**src/stepper_pkg.sv**
```systemverilog
package stepper_pkg;

  // Axis and buffer sizing
  localparam int motor_count = 2;
  localparam int buffer_slots = 2;
  localparam int buffer_index_bits = 1;

  // Header, duration, then increment and increment-increment per axis
  localparam int move_words = 2 + 2 * motor_count;

  typedef logic [63:0] word_t;
  typedef logic [motor_count-1:0] axis_vec_t;
  typedef logic [31:0] duration_t;
  typedef logic signed [63:0] rate_t;
  typedef logic signed [31:0] step_count_t;
  typedef logic [7:0] divisor_t;
  typedef logic [7:0] header_t;

  // Command codes in bits 63:56 of a header word
  localparam header_t cmd_coordinated_step = 8'h01;
  localparam header_t cmd_motor_enable = 8'h0a;
  localparam header_t cmd_motor_brake = 8'h0b;
  localparam header_t cmd_clk_divisor = 8'h20;
  localparam header_t cmd_api_version = 8'hfe;

  // API version returned on request
  localparam logic [7:0] version_major = 8'd1;
  localparam logic [7:0] version_minor = 8'd2;
  localparam logic [7:0] version_patch = 8'd0;
  localparam logic [7:0] version_devel = 8'd1;

  // About 400 kHz of DDA ticks from a 16 MHz clock
  localparam divisor_t default_divisor = 8'd40;

  typedef enum logic [1:0] {
    seq_idle,
    seq_loading,
    seq_executing
  } seq_state_t;

endpackage

```
**src/dda_axis.sv**
```systemverilog
`timescale 1ns/1ps

module dda_axis (
  input  logic                     CLK,
  input  logic                     resetn,
  input  logic                     dda_tick,
  input  logic                     load_move,
  input  logic                     executing,
  input  stepper_pkg::rate_t       rate,
  input  stepper_pkg::rate_t       accel,
  input  logic                     dir_bit,
  output logic                     step_bit,
  output stepper_pkg::step_count_t step_count
);
  import stepper_pkg::*;

  rate_t velocity;
  rate_t acceleration;
  logic [$bits(rate_t)-1:0] phase;
  logic [$bits(rate_t):0] phase_sum;
  logic advance;

  assign advance = dda_tick & executing;

  // Unsigned add with the carry out as the step
  assign phase_sum = {1'b0, phase} + {1'b0, velocity};
  assign step_bit = advance & phase_sum[$bits(rate_t)];

  always_ff @(posedge CLK) begin
    if (resetn) begin
      velocity <= '0;
      acceleration <= '0;
      phase <= '0;
      step_count <= '0;
    end else begin
      // Phase carries over from one move to the next
      if (load_move) begin
        velocity <= rate;
        acceleration <= accel;
      end else if (advance) begin
        phase <= phase_sum[$bits(rate_t)-1:0];
        velocity <= velocity + acceleration;
      end
      if (step_bit) begin
        step_count <= dir_bit ? step_count + 1'b1 : step_count - 1'b1;
      end
    end
  end

endmodule

```
**src/move_buffer.sv**
```systemverilog
`timescale 1ns/1ps

module move_buffer (
  input  logic                                    CLK,
  input  logic                                    resetn,
  input  logic [stepper_pkg::buffer_index_bits-1:0] wr_slot,
  input  stepper_pkg::axis_vec_t                  wr_dir,
  input  stepper_pkg::duration_t                  wr_duration,
  input  stepper_pkg::rate_t                      wr_rate,
  input  stepper_pkg::rate_t                      wr_accel,
  input  logic [stepper_pkg::move_words-1:0]      wr_field_en,
  input  logic                                    wr_commit,
  input  logic [stepper_pkg::buffer_index_bits-1:0] rd_slot,
  output logic [stepper_pkg::buffer_slots-1:0]    slot_ready,
  output stepper_pkg::axis_vec_t                  rd_dir,
  output stepper_pkg::duration_t                  rd_duration,
  output stepper_pkg::rate_t                      rd_rate [stepper_pkg::motor_count],
  output stepper_pkg::rate_t                      rd_accel [stepper_pkg::motor_count]
);
  import stepper_pkg::*;

  axis_vec_t dir_mem [buffer_slots];
  duration_t duration_mem [buffer_slots];
  rate_t rate_mem [buffer_slots][motor_count];
  rate_t accel_mem [buffer_slots][motor_count];

  // Field 0 dir, 1 duration, then rate and accel pairs per axis
  always_ff @(posedge CLK) begin
    if (wr_field_en[0]) begin
      dir_mem[wr_slot] <= wr_dir;
    end
    if (wr_field_en[1]) begin
      duration_mem[wr_slot] <= wr_duration;
    end
    for (int n = 0; n < motor_count; n++) begin
      if (wr_field_en[2 + 2 * n]) begin
        rate_mem[wr_slot][n] <= wr_rate;
      end
      if (wr_field_en[3 + 2 * n]) begin
        accel_mem[wr_slot][n] <= wr_accel;
      end
    end
  end

  // Slot is full while its ready toggle differs from the consumed toggle
  always_ff @(posedge CLK) begin
    if (resetn) begin
      slot_ready <= '0;
    end else if (wr_commit) begin
      slot_ready[wr_slot] <= ~slot_ready[wr_slot];
    end
  end

  assign rd_dir = dir_mem[rd_slot];
  assign rd_duration = duration_mem[rd_slot];

  always_comb begin
    for (int n = 0; n < motor_count; n++) begin
      rd_rate[n] = rate_mem[rd_slot][n];
      rd_accel[n] = accel_mem[rd_slot][n];
    end
  end

endmodule

```
**src/move_sequencer.sv**
```systemverilog
`timescale 1ns/1ps

module move_sequencer (
  input  logic                                    CLK,
  input  logic                                    resetn,
  input  stepper_pkg::divisor_t                   divisor,
  input  logic [stepper_pkg::buffer_slots-1:0]    slot_ready,
  input  stepper_pkg::duration_t                  rd_duration,
  output logic [stepper_pkg::buffer_index_bits-1:0] rd_slot,
  output logic                                    dda_tick,
  output logic                                    load_move,
  output logic                                    executing,
  output logic                                    move_done,
  output logic                                    buffer_dtr
);
  import stepper_pkg::*;

  divisor_t tick_div;
  seq_state_t state;
  duration_t ticks_left;
  logic [buffer_slots-1:0] consumed;
  logic [buffer_slots-1:0] slot_full;
  logic [buffer_index_bits-1:0] next_slot;
  logic final_tick;

  assign slot_full = slot_ready ^ consumed;
  assign next_slot = rd_slot + 1'b1;

  // Writes go in order, so the write slot is empty unless all are full
  assign buffer_dtr = ~&slot_full;

  assign load_move = (state == seq_loading);
  assign executing = (state == seq_executing);

  // Zero duration also ends on its first tick
  assign final_tick = executing & dda_tick & (ticks_left <= duration_t'(1));
  assign move_done = final_tick;

  // One tick every divisor+1 clocks
  always_ff @(posedge CLK) begin
    if (resetn) begin
      tick_div <= '0;
      dda_tick <= 1'b0;
    end else if (tick_div >= divisor) begin
      tick_div <= '0;
      dda_tick <= 1'b1;
    end else begin
      tick_div <= tick_div + 1'b1;
      dda_tick <= 1'b0;
    end
  end

  always_ff @(posedge CLK) begin
    if (resetn) begin
      state <= seq_idle;
      rd_slot <= '0;
      consumed <= '0;
      ticks_left <= '0;
    end else begin
      case (state)
        seq_idle: begin
          if (slot_full[rd_slot]) begin
            state <= seq_loading;
          end
        end
        seq_loading: begin
          ticks_left <= rd_duration;
          state <= seq_executing;
        end
        seq_executing: begin
          if (dda_tick) begin
            ticks_left <= ticks_left - 1'b1;
          end
          if (final_tick) begin
            consumed[rd_slot] <= ~consumed[rd_slot];
            rd_slot <= next_slot;
            // Queued move goes straight to loading
            state <= slot_full[next_slot] ? seq_loading : seq_idle;
          end
        end
        default: state <= seq_idle;
      endcase
    end
  end

endmodule

```
**src/command_decoder.sv**
```systemverilog
`timescale 1ns/1ps

module command_decoder (
  input  logic                                    CLK,
  input  logic                                    resetn,
  input  stepper_pkg::word_t                      word_in,
  input  logic                                    word_strobe,
  input  stepper_pkg::step_count_t                step_counts [stepper_pkg::motor_count],
  input  logic                                    buffer_dtr,
  output logic [stepper_pkg::buffer_index_bits-1:0] wr_slot,
  output stepper_pkg::axis_vec_t                  wr_dir,
  output stepper_pkg::duration_t                  wr_duration,
  output stepper_pkg::rate_t                      wr_rate,
  output stepper_pkg::rate_t                      wr_accel,
  output logic [stepper_pkg::move_words-1:0]      wr_field_en,
  output logic                                    wr_commit,
  output stepper_pkg::divisor_t                   divisor,
  output stepper_pkg::axis_vec_t                  enable,
  output stepper_pkg::axis_vec_t                  brake,
  output stepper_pkg::word_t                      reply_word
);
  import stepper_pkg::*;

  localparam int count_bits = $clog2(move_words);

  logic [1:0] strobe_sync;
  logic strobe_prev;
  logic word_accept;
  header_t message_header;
  header_t new_header;
  logic [count_bits-1:0] word_count;
  logic in_move;
  logic last_word;
  logic [buffer_index_bits-1:0] write_index;
  logic [buffer_index_bits-1:0] move_slot;
  logic overwrite;
  step_count_t snapshot [motor_count];

  // Sign extend a step count into a reply word
  function automatic word_t extend_count(input step_count_t count);
    return {{($bits(word_t) - $bits(step_count_t)){count[$bits(step_count_t)-1]}}, count};
  endfunction

  assign new_header = word_in[63:56];
  assign word_accept = strobe_sync[1] & ~strobe_prev;
  assign in_move = (message_header == cmd_coordinated_step);
  assign last_word = (word_count == count_bits'(move_words - 1));

  // A header that finds the buffer full replaces the pending move
  assign wr_slot = in_move ? move_slot
                           : (buffer_dtr ? write_index : write_index - 1'b1);
  assign wr_dir = word_in[motor_count-1:0];
  assign wr_duration = word_in[$bits(duration_t)-1:0];
  assign wr_rate = word_in;
  assign wr_accel = word_in;

  // Word index of a move equals its field index in the buffer
  always_comb begin
    wr_field_en = '0;
    if (word_accept) begin
      if (in_move) begin
        wr_field_en[word_count] = 1'b1;
      end else if (new_header == cmd_coordinated_step) begin
        wr_field_en[0] = 1'b1;
      end
    end
  end

  assign wr_commit = word_accept & in_move & last_word & ~overwrite;

  // Strobe synchronizer and edge detect
  always_ff @(posedge CLK) begin
    if (resetn) begin
      strobe_sync <= 2'b00;
      strobe_prev <= 1'b0;
    end else begin
      strobe_sync <= {strobe_sync[0], word_strobe};
      strobe_prev <= strobe_sync[1];
    end
  end

  // Step counts are frozen when the move header arrives
  always_ff @(posedge CLK) begin
    if (word_accept && !in_move && new_header == cmd_coordinated_step) begin
      for (int n = 0; n < motor_count; n++) begin
        snapshot[n] <= step_counts[n];
      end
    end
  end

  always_ff @(posedge CLK) begin
    if (resetn) begin
      message_header <= '0;
      word_count <= '0;
      write_index <= '0;
      move_slot <= '0;
      overwrite <= 1'b0;
      enable <= '0;
      brake <= '0;
      divisor <= default_divisor;
      reply_word <= '0;
    end else if (word_accept) begin
      reply_word <= '0;
      if (!in_move) begin
        message_header <= new_header;
        word_count <= count_bits'(1);
        case (new_header)
          cmd_coordinated_step: begin
            move_slot <= wr_slot;
            overwrite <= ~buffer_dtr;
          end
          cmd_motor_enable: enable <= word_in[motor_count-1:0];
          cmd_motor_brake: brake <= word_in[motor_count-1:0];
          cmd_clk_divisor: divisor <= word_in[$bits(divisor_t)-1:0];
          cmd_api_version: begin
            reply_word <= {32'd0, version_devel, version_major, version_minor, version_patch};
          end
          default: reply_word <= '0;
        endcase
      end else begin
        word_count <= word_count + 1'b1;
        // Duration word answers with axis 0
        if (word_count == count_bits'(1)) begin
          reply_word <= extend_count(snapshot[0]);
        end
        // Increment-increment of axis n answers with axis n+1
        for (int n = 0; n < motor_count - 1; n++) begin
          if (word_count == count_bits'(3 + 2 * n)) begin
            reply_word <= extend_count(snapshot[n+1]);
          end
        end
        if (last_word) begin
          message_header <= '0;
          word_count <= '0;
          if (!overwrite) begin
            write_index <= write_index + 1'b1;
          end
        end
      end
    end
  end

endmodule

```
**src/stepper_ctrl_top.sv**
```systemverilog
`timescale 1ns/1ps

module stepper_ctrl_top (
  input  logic                   CLK,
  input  logic                   resetn,
  input  stepper_pkg::word_t     word_in,
  input  logic                   word_strobe,
  output stepper_pkg::word_t     reply_word,
  output logic                   buffer_dtr,
  output logic                   move_done,
  output stepper_pkg::axis_vec_t step,
  output stepper_pkg::axis_vec_t dir,
  output stepper_pkg::axis_vec_t enable,
  output stepper_pkg::axis_vec_t brake
);
  import stepper_pkg::*;

  step_count_t step_counts [motor_count];

  // Decoder to buffer
  logic [buffer_index_bits-1:0] wr_slot;
  axis_vec_t wr_dir;
  duration_t wr_duration;
  rate_t wr_rate;
  rate_t wr_accel;
  logic [move_words-1:0] wr_field_en;
  logic wr_commit;
  divisor_t divisor;

  // Buffer and sequencer
  logic [buffer_slots-1:0] slot_ready;
  logic [buffer_index_bits-1:0] rd_slot;
  duration_t rd_duration;
  rate_t rd_rate [motor_count];
  rate_t rd_accel [motor_count];
  logic dda_tick;
  logic load_move;
  logic executing;

  command_decoder u_decoder (
    .CLK         (CLK),
    .resetn      (resetn),
    .word_in     (word_in),
    .word_strobe (word_strobe),
    .step_counts (step_counts),
    .buffer_dtr  (buffer_dtr),
    .wr_slot     (wr_slot),
    .wr_dir      (wr_dir),
    .wr_duration (wr_duration),
    .wr_rate     (wr_rate),
    .wr_accel    (wr_accel),
    .wr_field_en (wr_field_en),
    .wr_commit   (wr_commit),
    .divisor     (divisor),
    .enable      (enable),
    .brake       (brake),
    .reply_word  (reply_word)
  );

  move_buffer u_buffer (
    .CLK         (CLK),
    .resetn      (resetn),
    .wr_slot     (wr_slot),
    .wr_dir      (wr_dir),
    .wr_duration (wr_duration),
    .wr_rate     (wr_rate),
    .wr_accel    (wr_accel),
    .wr_field_en (wr_field_en),
    .wr_commit   (wr_commit),
    .rd_slot     (rd_slot),
    .slot_ready  (slot_ready),
    .rd_dir      (dir),
    .rd_duration (rd_duration),
    .rd_rate     (rd_rate),
    .rd_accel    (rd_accel)
  );

  move_sequencer u_sequencer (
    .CLK         (CLK),
    .resetn      (resetn),
    .divisor     (divisor),
    .slot_ready  (slot_ready),
    .rd_duration (rd_duration),
    .rd_slot     (rd_slot),
    .dda_tick    (dda_tick),
    .load_move   (load_move),
    .executing   (executing),
    .move_done   (move_done),
    .buffer_dtr  (buffer_dtr)
  );

  // One DDA per motor
  for (genvar i = 0; i < motor_count; i++) begin : g_axis
    dda_axis u_axis (
      .CLK        (CLK),
      .resetn     (resetn),
      .dda_tick   (dda_tick),
      .load_move  (load_move),
      .executing  (executing),
      .rate       (rd_rate[i]),
      .accel      (rd_accel[i]),
      .dir_bit    (dir[i]),
      .step_bit   (step[i]),
      .step_count (step_counts[i])
    );
  end

endmodule

```
**config.mk**
```make
export PLATFORM = sky130hd
export DESIGN_NAME = stepper_ctrl_top
export DESIGN_NICKNAME = d
export VERILOG_FILES = /design/src/stepper_pkg.sv /design/src/dda_axis.sv /design/src/move_buffer.sv /design/src/move_sequencer.sv /design/src/command_decoder.sv /design/src/stepper_ctrl_top.sv
export SDC_FILE = /design/constraint.sdc
export NUM_CORES = 2
export LEC_CHECK = 0
export BUFFER_PORTS_ARGS = -buffer_cell sky130_fd_sc_hd__buf_4
export CORE_MARGIN = 2
export CORE_UTILIZATION = 25
export DETAILED_ROUTE_END_ITERATION = 10
export PLACE_DENSITY = 0.37
export SYNTH_ARGS = -nofsm -noshare
export SYNTH_HDL_FRONTEND = slang
export SYNTH_SLANG_ARGS = --single-unit
```
**constraint.sdc**
```tcl
create_clock -name CLK -period 7.8 [get_ports CLK]
set_input_delay 1.17 -clock CLK [delete_from_list [all_inputs] [get_ports CLK]]
set_output_delay 1.17 -clock CLK [all_outputs]
set_load 0.02 [all_outputs]
```
==> impl_metrics.ini <==
[outcome]
outcome = completed

[clock_tree]
later_pin_clock_latency_in_the_skew_report_ps = 830
post_cts.repair.setup_buffers = 0
hold_fix_buffers_cts = 0
clock_tree.htree_level_count = 4
numCtsBuffers = 152
cts.reportedPaths.clkPinSlew_ps = 60
cts_num_sinks = 1202
tritoncts = yes
root_buffer = clkbuf_16
cts-resized-gates = 0
cts_max_path_buffers = 3

[floorplan]
core.rowCount = 181
chipWidth_um = 498
die_y_um = 498
floorplan.die_area_mm2 = 0.248
initial_core_util = 0.251
core_area_mm2 = 0.243
io_pins = 141

[logic_synthesis]
synth_top_area_share = 0.317
synth.largest_area_cell = edfxtp_1
post_synth_main_area_contributors = edfxtp_1, dfxtp_1, ha_1
synth.most_common_cell = edfxtp_1
synthesis.instances = 5973
synth.yosys.warnings = 0
synth.distinct_cells = 100
seq_area_frac_synth = 0.500
synth_enable_flop_cells = 644
synth.ff_latch_count = 1202
synth.cells.most_frequent = edfxtp_1, a21oi_1, nor2_1, dfxtp_1, nand2_1
synth_area_per_cell_um2 = 10.2
synth_ff_type = edfxtp_1
postSynthNetCount = 6372
post_synth_instance_area_mm2 = 0.0610
synth_async_sr_flop_share = 0

[setup_path]
critical_path_peak_fanout = 6
cp.arrival_ps = 5360
critical_path.endpoint_type = output pin
critical-path-slowest-cell = a221oi_1
critical_path.cell_chain = ha_1 > fa_1 > a21o_1 > a221oi_1 > nor4bb_1 > o211ai_1 > nand3_1 > nor2_1 > a31oi_1 > nand4_1 > a31o_2 > inv_1 > buf_4
critPathRequiredTime_ps = 6630
buffering_stage_count_on_the_worst_path_with_inverters_included = 2
worst_path_dominant_cell_family = compound AO/OA/AOI/OAI gates
setup.worst_path.class = reg -> out
startpoint_type = flop
timing.critical_path.slowest_cell_delay_ps = 660

[routing]
drt_first_pass_iters = 6
vias = 45400
post-route-drc-count = 0
detail-route-antenna-nets = 0
vias_per_cell = 4.90
route.final.wire_length_um = 201000
drt_first_iter_violations = 3131
detail_route.wl_per_cell_um = 21.6

[grt]
grt_pass1_wl_um = 299000
globalRoute.totalOverflow = 0
grt_antenna_before_repair = 16
grt_usage = 0.158
first_global_vias = 45300
grt_start_max_net_pins = 121

[sta]
worst_slew_margin_rel = 0.111
worst_clock_skew_ps = 35.0
post-route-period-util = 0.837
finalCriticalPeriod_ps = 6530
rsz0062_at_grt = no
tns_ps = 0
tightestPinTransition_ps = 1330
final_count_of_negative_setup_slack_endpoints = 0
maxClockFrequency_mhz = 153
timing.final.max_slew_violations = 0
finalHoldViolCount = 0

[power_and_ir_drop]
total_switching_power_uw = 3110
p_int_uw = 10800
power.total_uw = 14000
ir_worst_vdd_v = 0.000206
power.leakage_uw = 0.0251
switching_share = 0.223
power_frac_seq = 0.477
clkPwrFrac = 0.508
p_comb_frac = 0.015
power_per_standard_cell_area_mw_per_mm2 = 199

[placement]
post_detail_place_hpwl_um = 136000
io_buffers = 140
gp_congestion = 0.857

[worst_hold_path]
hold_class = reg -> reg

[finish]
drive_gt1_frac = 0.0849
multi_input_area_mm2 = 0.0286
design.final.nets = 6339
layout-area-overhead-vs-synth_pct = 15.1
register_area_mm2 = 0.0305
num-fill-cells = 25300

[flow_run]
max-cap-violations = 0
-- area by class of cell --
class	instances	share of cell area
clock buffer	213	0.0607
inverter	102	0.00546
clock inverter	70	0.0108
multi-input combinational	4284	0.408
antenna	3	0.000107
tap	3202	0.0571
sequential	1202	0.435
timing repair buffer	198	0.0227
-- power groups by stage --
stage / Combinational (µW) / Clock, µW / Sequential, µW
floorplan: 61.7 / 0 / 6790
global placement: 222 / 0 / 6790
detailed placement: 223 / 0 / 6790
CTS: 224 / 7320 / 6660
global route: 232 / 7550 / 6650
finish: 214 / 7080 / 6660
-- flip-flops by register name, summed over array words and instances, names as in the netlist, 3 cells and up, named ones only --
| name | cells |
|---|---|
| u_buffer.accel_mem | 256 |
| u_buffer.rate_mem | 256 |
| g_axis.u_axis.acceleration | 128 |
| g_axis.u_axis.phase | 128 |
| g_axis.u_axis.velocity | 128 |
| g_axis.u_axis.step_count | 64 |
| u_buffer.duration_mem | 64 |
| u_decoder.snapshot | 64 |
| u_decoder.reply_word | 32 |
| u_sequencer.ticks_left | 32 |
| u_decoder.divisor | 8 |
| u_decoder.message_header | 8 |
| u_sequencer.tick_div | 8 |
| u_buffer.dir_mem | 4 |
| u_decoder.word_count | 3 |
-- cells in the final DEF, fill, tap and decap left out, types with 201 or more instances in the layout --
cell | synthesis | routed
a21oi_1 | 621 | 621
nand2_1 | 495 | 492
a211oi_1 | 259 | 259
dfxtp_1 | 558 | 556
mux2i_1 | 316 | 314
o21ai_0 | 263 | 263
nor2_1 | 569 | 557
ha_1 | 326 | 326
edfxtp_1 | 644 | 644
a21o_1 | 201 | 201
-- worst reg2reg max path, stage by stage, from the launching register on --
cell and delay [ps]:
dfxtp_1 330, ha_1 210, fa_1 420, a21o_1 230
a221oi_1 660, nor4bb_1 230, o211ai_1 260, nand3_1 380
nor2_1 480, a31oi_1 340, nand4_1 200, a31o_2 290
buf_4 540, nor2_1 150, a21oi_1 140, nor2_1 50
-- per-layer routing --
| layer | GRT usage | vias up | wire, µm |
|---|---|---|---|
| met5 | 0 | - | 13 |
| met4 | 0.0399 | 2 | 4020 |
| met3 | 0.0206 | 210 | 6930 |
| met2 | 0.261 | 775 | 93500 |
| met1 | 0.217 | 22300 | 96200 |
| li1 | - | 22100 | - |
-- final timing paths --
| kind | start | slack (ps) | cells after the start | endpoint |
|---|---|---|---|---|
| worst min register to register | u_decoder.strobe_sync[0]$_SDFF_PP0_ | 450 | 1 | u_decoder.strobe_sync[1]$_SDFF_PP0_ |
| worst min-delay path | u_decoder.strobe_sync[0]$_SDFF_PP0_ | 450 | 1 | u_decoder.strobe_sync[1]$_SDFF_PP0_ |
| worst max register to register | g_axis[0].u_axis.velocity[0]$_SDFFE_PP0P_ | 2740 | 15 | g_axis[0].u_axis.step_count[3]$_SDFFE_PP0P_ |
| worst max-delay path | g_axis[0].u_axis.velocity[0]$_SDFFE_PP0P_ | 1270 | 13 | step[0] |
-- cells by family after synthesis --
kind of cell               share of synthesized area
AOI/OAI and AO/OA                              0.190
and+or+nand+nor                                0.112
DFF                                            0.500
buffers and inverters                         0.0328
adders and majority gates                     0.0689
muxes                                         0.0535
xor gates and xnor gates                      0.0427
-- stage by stage --
| step | std cells | hold slack (ps) | cell area (µm²) | util | setup WS (ps) |
|---|---|---|---|---|---|
| after floorplan | 5973 | 414 | 61000 | - | 698 |
| after global placement | 8988 | 438 | 65100 | 0.268 | 2070 |
| after detailed placement | 8988 | 432 | 65100 | 0.268 | 2050 |
| after CTS | 9271 | 446 | 70200 | 0.289 | 1110 |
| after global routing | 9272 | 460 | 70200 | 0.289 | 976 |
| final | 9274 | 447 | 70200 | 0.289 | 1270 |
No activity file was read; power rests on OpenSTA's default activity.
